[config.mk]
export PLATFORM = sky130hd
export DESIGN_NAME = lsm_core
export DESIGN_NICKNAME = d
export VERILOG_FILES = /design/src/hdl/lsm_pkg.sv /design/src/hdl/control_word_if.sv /design/src/hdl/decode_if.sv /design/src/hdl/addr_gen.sv /design/src/hdl/gpr_file.sv /design/src/hdl/lsm_core.sv /design/src/hdl/lsm_decode.sv /design/src/hdl/mem_access.sv
export SDC_FILE = /design/constraint.sdc
export NUM_CORES = 2
export LEC_CHECK = 0
export ABC_AREA = 1
export BUFFER_PORTS_ARGS = -buffer_cell sky130_fd_sc_hd__buf_2
export CORE_MARGIN = 10
export CORE_UTILIZATION = 30
export DETAILED_ROUTE_END_ITERATION = 10
export GPL_ROUTABILITY_DRIVEN = 1
export PLACE_DENSITY = 0.52
export SLEW_MARGIN = 20
export SYNTH_ARGS = -nofsm -noshare
export SYNTH_HDL_FRONTEND = slang
export SYNTH_SLANG_ARGS = --single-unit
[constraint.sdc]
create_clock -name clk -period 69.2 [get_ports clk]
set_input_delay 3.46 -clock clk [delete_from_list [all_inputs] [get_ports clk]]
set_output_delay 3.46 -clock clk [all_outputs]
set_load 0.05 [all_outputs]
[src/hdl/lsm_pkg.sv]
package lsm_pkg;

	localparam int WORD_WIDTH = 32;
	localparam int INST_WIDTH = 32;
	localparam int REG_INDEX_WIDTH = 5;
	localparam int OPCODE_WIDTH = 6;
	localparam int DISP_WIDTH = 16;
	localparam int NUM_GPRS = 32;

	typedef logic [WORD_WIDTH-1:0] word_t;
	typedef logic [INST_WIDTH-1:0] inst_t;
	typedef logic [REG_INDEX_WIDTH-1:0] reg_index_t;
	typedef logic [OPCODE_WIDTH-1:0] opcode_t;
	typedef logic [DISP_WIDTH-1:0] disp_t;
	typedef logic [1:0] ls_cycle_counter_t;

	localparam opcode_t OP_LMW = 6'd46;
	localparam opcode_t OP_STMW = 6'd47;

	// reload value of the word-period down-counter
	localparam ls_cycle_counter_t LOAD_STORE_CYCLES = 2'd1;
	localparam word_t ADDR_STEP = 32'd4;
	localparam reg_index_t LAST_GPR = 5'd31;

	typedef enum logic [3:0] {
		S_IDLE   = 4'b0001,
		S_COUNT  = 4'b0010,
		S_FINISH = 4'b0100,
		S_ABORT  = 4'b1000
	} lsm_state_t;

	// D-form fields, bit 0 is the msb in the architecture numbering
	function automatic opcode_t inst_opcode(input inst_t inst);
		return inst[31:26];
	endfunction

	function automatic reg_index_t inst_rt(input inst_t inst);
		return inst[25:21];
	endfunction

	function automatic reg_index_t inst_ra(input inst_t inst);
		return inst[20:16];
	endfunction

	function automatic disp_t inst_disp(input inst_t inst);
		return inst[15:0];
	endfunction

endpackage

[src/hdl/control_word_if.sv]
`timescale 1ns/1ps

interface control_word_if import lsm_pkg::*; ();

	logic ls_en;
	logic ls_we;
	// address register loads from the adder
	logic ls_first_cycle;
	// address register steps to the next word
	logic ls_multiple_inc;
	logic read_gpr_a;
	reg_index_t gpr_a;
	reg_index_t gpr_c;
	// load write-back target and its enable
	reg_index_t gpr_from_mem;
	logic write_gpr_from_mem;
	disp_t disp;

	modport decode (
		output ls_en,
		output ls_we,
		output ls_first_cycle,
		output ls_multiple_inc,
		output read_gpr_a,
		output gpr_a,
		output gpr_c,
		output gpr_from_mem,
		output write_gpr_from_mem,
		output disp
	);

	modport exec (
		input ls_first_cycle,
		input ls_multiple_inc,
		input read_gpr_a,
		input disp
	);

	modport mem (
		input ls_en,
		input ls_we,
		input gpr_from_mem,
		input write_gpr_from_mem
	);

endinterface

[src/hdl/decode_if.sv]
`timescale 1ns/1ps

interface decode_if import lsm_pkg::*; ();

	// instruction word held by fetch while fetch_hold is high
	inst_t inst;
	// pipeline stall level
	logic hold;

	modport decode (
		input inst,
		input hold
	);

	modport source (
		output inst,
		output hold
	);

endinterface

[src/hdl/addr_gen.sv]
`timescale 1ns/1ps

module addr_gen import lsm_pkg::*; (
	input logic clk,
	input logic reset,
	control_word_if.exec cw,
	input word_t rdata_a,
	output word_t ea
);

	word_t base;
	word_t disp_ext;
	word_t sum;
	word_t addr_q;

	assign base = cw.read_gpr_a ? rdata_a : '0;
	assign disp_ext = {{(WORD_WIDTH - DISP_WIDTH){cw.disp[DISP_WIDTH-1]}}, cw.disp};
	assign sum = base + disp_ext;

	// running word address, loaded once and then stepped per completed word
	always_ff @(posedge clk or posedge reset) begin
		if (reset) begin
			addr_q <= '0;
		end else if (cw.ls_first_cycle) begin
			addr_q <= sum;
		end else if (cw.ls_multiple_inc) begin
			addr_q <= addr_q + ADDR_STEP;
		end
	end

	// the first word cannot wait for the register
	assign ea = cw.ls_first_cycle ? sum : addr_q;

	strobes_exclusive: assert property (
		@(posedge clk) disable iff (reset) !(cw.ls_first_cycle && cw.ls_multiple_inc)
	);

endmodule

[src/hdl/gpr_file.sv]
`timescale 1ns/1ps

module gpr_file import lsm_pkg::*; (
	input logic clk,
	input logic reset,
	input reg_index_t ra_index,
	output word_t rdata_a,
	input reg_index_t rc_index,
	output word_t rdata_c,
	input logic we,
	input reg_index_t wa,
	input word_t wdata
);

	word_t regs [NUM_GPRS];

	always_ff @(posedge clk or posedge reset) begin
		if (reset) begin
			for (int i = 0; i < NUM_GPRS; i++) begin
				regs[i] <= '0;
			end
		end else if (we) begin
			regs[wa] <= wdata;
		end
	end

	// write-through so a same-cycle read sees the new value
	always_comb begin
		if (we && (wa == ra_index))
			rdata_a = wdata;
		else
			rdata_a = regs[ra_index];
	end

	always_comb begin
		if (we && (wa == rc_index))
			rdata_c = wdata;
		else
			rdata_c = regs[rc_index];
	end

endmodule

[src/hdl/lsm_core.sv]
`timescale 1ns/1ps

module lsm_core import lsm_pkg::*; (
	input logic clk,
	input logic reset,
	input inst_t inst,
	input logic stall,
	output logic fetch_hold,
	output logic mem_en,
	output logic mem_we,
	output word_t mem_addr,
	output word_t mem_wdata,
	input word_t mem_rdata
);

	word_t rdata_a;
	word_t rdata_c;
	word_t ea;
	logic gpr_we;
	reg_index_t gpr_wa;
	word_t gpr_wdata;

	decode_if dec ();
	control_word_if cw ();

	assign dec.inst = inst;
	assign dec.hold = stall;

	lsm_decode u_decode (
		.clk(clk),
		.reset(reset),
		.dec(dec),
		.cw(cw),
		.fetch_hold(fetch_hold)
	);

	gpr_file u_gpr (
		.clk(clk),
		.reset(reset),
		.ra_index(cw.gpr_a),
		.rdata_a(rdata_a),
		.rc_index(cw.gpr_c),
		.rdata_c(rdata_c),
		.we(gpr_we),
		.wa(gpr_wa),
		.wdata(gpr_wdata)
	);

	addr_gen u_addr_gen (
		.clk(clk),
		.reset(reset),
		.cw(cw),
		.rdata_a(rdata_a),
		.ea(ea)
	);

	mem_access u_mem (
		.clk(clk),
		.reset(reset),
		.cw(cw),
		.ea(ea),
		.rdata_c(rdata_c),
		.mem_en(mem_en),
		.mem_we(mem_we),
		.mem_addr(mem_addr),
		.mem_wdata(mem_wdata),
		.mem_rdata(mem_rdata),
		.gpr_we(gpr_we),
		.gpr_wa(gpr_wa),
		.gpr_wdata(gpr_wdata)
	);

endmodule

[src/hdl/lsm_decode.sv]
`timescale 1ns/1ps

module lsm_decode import lsm_pkg::*; (
	input logic clk,
	input logic reset,
	decode_if.decode dec,
	control_word_if.decode cw,
	output logic fetch_hold
);

	opcode_t opcode;
	reg_index_t rt;
	reg_index_t ra;
	logic is_lmw;
	logic is_stmw;
	logic active;
	logic seq_busy;
	logic word_done;
	lsm_state_t state;
	lsm_state_t next_state;
	reg_index_t target_ctr;
	reg_index_t next_target_ctr;
	reg_index_t target;
	ls_cycle_counter_t ls_ctr;
	ls_cycle_counter_t next_ls_ctr;

	assign opcode = inst_opcode(dec.inst);
	assign rt = inst_rt(dec.inst);
	assign ra = inst_ra(dec.inst);

	assign is_lmw = (opcode == OP_LMW);
	assign is_stmw = (opcode == OP_STMW);
	assign active = is_lmw || is_stmw;

	// words move in idle and count, finish and abort only release fetch
	assign seq_busy = active && ((state == S_IDLE) || (state == S_COUNT));
	assign word_done = seq_busy && (ls_ctr == '0) && !dec.hold;

	// first word targets rt, later words the running counter
	assign target = (state == S_IDLE) ? rt : target_ctr;

	// low for exactly one unstalled cycle at the end of a sequence
	assign fetch_hold = active && ((state == S_IDLE) || (state == S_COUNT) || dec.hold);

	always_comb begin
		cw.ls_en = 1'b0;
		cw.ls_we = 1'b0;
		cw.ls_first_cycle = 1'b0;
		cw.ls_multiple_inc = 1'b0;
		cw.read_gpr_a = 1'b0;
		cw.gpr_a = '0;
		cw.gpr_c = '0;
		cw.gpr_from_mem = '0;
		cw.write_gpr_from_mem = 1'b0;
		cw.disp = '0;
		if (active) begin
			cw.ls_en = seq_busy;
			cw.ls_we = seq_busy && is_stmw;
			cw.ls_first_cycle = seq_busy && (state == S_IDLE) &&
				(ls_ctr == LOAD_STORE_CYCLES);
			cw.ls_multiple_inc = word_done;
			// ra of zero means a literal zero base
			cw.read_gpr_a = (ra != '0);
			cw.gpr_a = ra;
			cw.gpr_c = target;
			cw.gpr_from_mem = target;
			cw.write_gpr_from_mem = seq_busy && is_lmw;
			cw.disp = inst_disp(dec.inst);
		end
	end

	always_comb begin
		next_state = state;
		case (state)
			S_IDLE: begin
				// rt of 31 has nothing left after the first word
				if (word_done)
					next_state = (rt == LAST_GPR) ? S_ABORT : S_COUNT;
			end
			S_COUNT: begin
				if (word_done && (target_ctr == LAST_GPR))
					next_state = S_FINISH;
			end
			S_FINISH, S_ABORT: begin
				if (!dec.hold)
					next_state = S_IDLE;
			end
			default: begin
				next_state = S_IDLE;
			end
		endcase
	end

	always_comb begin
		next_target_ctr = target_ctr;
		if (word_done)
			next_target_ctr = target + reg_index_t'(1);
	end

	// the word counter runs on through stalls
	always_comb begin
		if (!seq_busy || (ls_ctr == '0))
			next_ls_ctr = LOAD_STORE_CYCLES;
		else
			next_ls_ctr = ls_ctr - ls_cycle_counter_t'(1);
	end

	always_ff @(posedge clk or posedge reset) begin
		if (reset) begin
			state <= S_IDLE;
			target_ctr <= '0;
			ls_ctr <= LOAD_STORE_CYCLES;
		end else begin
			state <= next_state;
			target_ctr <= next_target_ctr;
			ls_ctr <= next_ls_ctr;
		end
	end

	state_onehot: assert property (
		@(posedge clk) disable iff (reset) $onehot(state)
	);

	// a load write-back and a store never share a word
	load_not_store: assert property (
		@(posedge clk) disable iff (reset) cw.write_gpr_from_mem |-> !cw.ls_we
	);

endmodule

[src/hdl/mem_access.sv]
`timescale 1ns/1ps

module mem_access import lsm_pkg::*; (
	input logic clk,
	input logic reset,
	control_word_if.mem cw,
	input word_t ea,
	input word_t rdata_c,
	output logic mem_en,
	output logic mem_we,
	output word_t mem_addr,
	output word_t mem_wdata,
	input word_t mem_rdata,
	output logic gpr_we,
	output reg_index_t gpr_wa,
	output word_t gpr_wdata
);

	ls_cycle_counter_t period_ctr;
	logic start;
	logic load_pending;
	reg_index_t load_target;

	// tracks the decode word counter and restarts whenever ls_en drops
	always_ff @(posedge clk or posedge reset) begin
		if (reset)
			period_ctr <= LOAD_STORE_CYCLES;
		else if (!cw.ls_en || (period_ctr == '0))
			period_ctr <= LOAD_STORE_CYCLES;
		else
			period_ctr <= period_ctr - ls_cycle_counter_t'(1);
	end

	assign start = cw.ls_en && (period_ctr == LOAD_STORE_CYCLES);

	assign mem_en = start;
	assign mem_we = start && cw.ls_we;
	assign mem_addr = ea;
	assign mem_wdata = rdata_c;

	always_ff @(posedge clk or posedge reset) begin
		if (reset)
			load_pending <= 1'b0;
		else
			load_pending <= start && !cw.ls_we && cw.write_gpr_from_mem;
	end

	always_ff @(posedge clk or posedge reset) begin
		if (reset)
			load_target <= '0;
		else if (start)
			load_target <= cw.gpr_from_mem;
	end

	// read data arrives one clock after mem_en
	assign gpr_we = load_pending;
	assign gpr_wa = load_target;
	assign gpr_wdata = mem_rdata;

endmodule

==> results_dict.tcl <==
set metrics [dict create \
    gp_congestion 0.906 \
    vias 61000 \
    first_pass_iters 7 \
    yosysWarnings 0 \
    setup_violations 0 \
    syn-instance-count 8645 \
    final_hold_viol_count 0 \
    synthArstFlopShare_pct 100 \
    slew_viol_final 0 \
    path_buf_inv 8 \
    hp-class "reg -> reg" \
    netlist_area_mm2 0.0621 \
    setup_tns_ns 0 \
    setup.worst_path.start_class "input pin" \
    rows 166 \
    io_pins 134 \
    finalCriticalPeriod_ns 14.55 \
    synth_compound_area_share_pct 24.5 \
    regToRegSetupSlack_ns 63.76 \
    synth-edff-count 0 \
    synth_top_cell_area_share_pct 43.2 \
    antenna_left 0 \
    cts_setup_buffers 0 \
    grt_pass1_vias 57100 \
    cp.required_ns 65.74 \
    worstPathArrival_ns 11.09 \
    cap_violations 0 \
    grt_setup_unrepaired "false" \
    critPathMostFrequentCell "nand2_1" \
    cp_slowest_cell "inv_8" \
    crit_fanout 133 \
    synth_ff_type "dfrtp_1" \
    grt_overflow 0 \
    utilization_pct 33.5 \
    clock_latency_ns 0.80 \
    clockBufferDepth 3 \
    cts_resized 0 \
    synthMuxAreaShare_pct 0 \
    ir_drop_mv 0.0225 \
    cts_sinks 1075 \
    syn_nets 8750 \
    power_density_mw_per_mm2 24.4 \
    r2r_cells 18 \
    crit_path_max_incr_delay_ns 0.82 \
    die_h_um 475 \
    antenna_found_initial 26 \
    drt_iter0_markers 7339 \
    wl_mm 260 \
    slew_headroom_pct 18.2 \
    cts-root-buf "clkbuf_16" \
    port_buffers 133 \
    synth_top_cell_by_area "dfrtp_1" \
    drive_gt1_share_pct 6.41 \
    cts_tree "built" \
    synth_fa_ha_area_share_pct 0.777 \
    track_usage_pct 22.2 \
    final_nets 8392 \
    vias_per_cell 5.49 \
    synth_area_leaders "dfrtp_1, o21ai_0, nand2_1, nand3_1, inv_1" \
    min_period_over_period_pct 21.0 \
    leakage_nw 38.3 \
    critPathTopFamily "buffers and inverters" \
    synth-xor-area-share_pct 0.226 \
    cts_hold_buf 0 \
    r2r_start "u_mem.gpr_wa[4]" \
    grt_max_degree 204 \
    coreArea_mm2 0.205 \
    synth_top_family_by_area "compound AO/OA/AOI/OAI gates" \
    min_to "u_mem.period_ctr[0]" \
    max_freq_ghz 0.0687 \
    start_util_pct 30.2 \
    synthSimpleGateAreaFrac_pct 21.7 \
    drc 0 \
    grt_pass1_wl_mm 384 \
    yosysSeqAreaShare_pct 43.3 \
    cp-end-kind "primary output" \
    htreeDepth 3 \
    ys_types 49 \
    worstHoldPathCells 1 \
    die_w_um 475 \
    avgSynthCellArea_um2 7.19 \
    clk_pin_slew_ns 0.06 \
    place_hpwl_mm 147 \
    outcome "finished, final reports clean" \
    die_area_mm2 0.226 \
    min-delay-start "u_mem.period_ctr[0]" \
    syn_to_final_growth_pct 10.6 \
    critPathKind "in -> out" \
    reg2reg_to "u_addr_gen.addr_q[29]" \
    finalClockSkew_ns 0.0581 \
    ys_ff_latch 1075 \
    routedWlPerCell_um 23.4 \
    max_slew.worst_pin.slew_ns 1.22 \
    cts_buffers 121 \
]
## cell usage in the layout, fill, tap and decap left out, types with 12 or more instances in the layout
cell type  netlist  routed
nor2_1         186     180
a31oi_1         19      19
nor3_1          17      13
clkbuf_8         0      35
ha_1            37      37
clkbuf_16        0     122
o311ai_0        48      48
clkbuf_1       518      31
diode_2          0      17
nand3_1        845     845
o21ai_0       1763    1762
nand2_4          3      30
clkinv_2         0      25
inv_1          755     751
a21oi_1        437     436
xor2_1          12      12
o311ai_1        39      39
dfrtp_1       1072    1072
buf_4           11     105
nand4_1         14      14
buf_2          146     133
nand2_1       2138    2109
o21ai_1         86      87
o211ai_1       348     348
## metal layers
metal | up-vias | part of all wire [%] | wire length (µm) | track usage (%)
met5 | - | 0.019 | 49 | 0
met4 | 6 | 5.3 | 13800 | 10.6
met3 | 493 | 7.1 | 18400 | 2.79
met2 | 2628 | 44 | 115000 | 35.5
met1 | 29500 | 43 | 112000 | 29.7
li1 | 28400 | - | - | -
## worst max-delay path by stage
| stage | startpoint | end | slack (ns) | cells after the start |
|---|---|---|---|---|
| floorplan | reset | u_addr_gen.addr_q[0] | 35.48 | 1 |
| global placement | inst[30] | mem_addr[26] | 54.81 | 32 |
| detailed placement | inst[30] | mem_addr[26] | 54.79 | 32 |
| CTS | inst[30] | mem_addr[26] | 54.78 | 32 |
| global route | inst[30] | mem_addr[26] | 54.13 | 32 |
| finish | inst[30] | mem_addr[26] | 54.65 | 32 |
## worst register-to-register path, stage by stage, from the launching register on
cell      delay, ns
dfrtp_1        0.58
inv_1          0.25
xor2_1         0.21
a21oi_2        0.18
nand3_4        0.40
buf_4          0.57
o211ai_1       0.63
inv_1          0.16
ha_1           0.49
nand2_1        0.15
nor4_1         0.54
nand3_1        0.17
nand3_1        0.22
nand3_1        0.11
o211ai_1       0.15
nand2_1        0.11
nand3_1        0.09
nand3_1        0.15
a21oi_1        0.19
## cells by family after synthesis
group,Yosys count
xor+xnor,16
fa+ha+maj,38
buf+inv,1493
compound gates,2776
simple gates,3247
flops,1075
## power breakdown
part / switching, W / total [W] / leakage, nW / internal, W
clock: 0.000288 / 0.000687 / 2.07 / 0.000399
combinational: 0.000233 / 0.000316 / 26.6 / 0.0000833
sequential: 0.0000218 / 0.000676 / 9.67 / 0.000654
total: 0.000542 / 0.00168 / 38.3 / 0.00114
## final cells by class
class                   instances  area [µm²]
repair buffers                248        1660
flip-flops and latches       1075       26900
diodes                         17        42.5
fillers                     21800      137000
clock inverters                41         537
inverters                     764        2920
clock buffers                 188        3650
well taps                    2688        3360
multi-input cells            6077       29700
## per-stage QoR
step                      power, W  setup slack [ns]  instances  area, µm²  hold slack, ns
after global placement     0.00100             54.81      10800      64400           0.446
after detailed placement   0.00100             54.79      10900      64400           0.457
after global routing       0.00175             54.13      11100      68700           0.485
final                      0.00168             54.65      11100      68700           0.469
after floorplan           0.000894             35.48       8645      62100           0.438
after CTS                  0.00169             54.78      11100      68600           0.471
## registers in the layout (all words and copies together) (netlist names)
name                 cells
u_gpr.regs            1024
u_addr_gen.addr_q       32
u_decode.target_ctr      5
u_mem.gpr_wa             5
u_decode.state           4
u_decode.ls_ctr          2
u_mem.period_ctr         2
u_mem.gpr_we             1
## synthesized netlist by cell type, types with 5 or more instances
cell,count
a21o_1,8
a21oi_1,437
a22oi_1,6
a31oi_1,19
buf_1,45
buf_2,146
buf_4,11
buf_6,9
clkbuf_1,518
dfrtp_1,1072
ha_1,37
inv_1,755
inv_2,8
nand2_1,2138
nand2_2,5
nand3_1,845
nand3_2,5
nand4_1,14
nor2_1,186
nor2_2,7
nor3_1,17
nor3_2,5
nor4_1,10
o211ai_1,348
o21ai_0,1763
o21ai_1,86
o311ai_0,48
o311ai_1,39
o31ai_1,5
or2_2,7
xor2_1,12
Power figures use the tool's default switching activity.
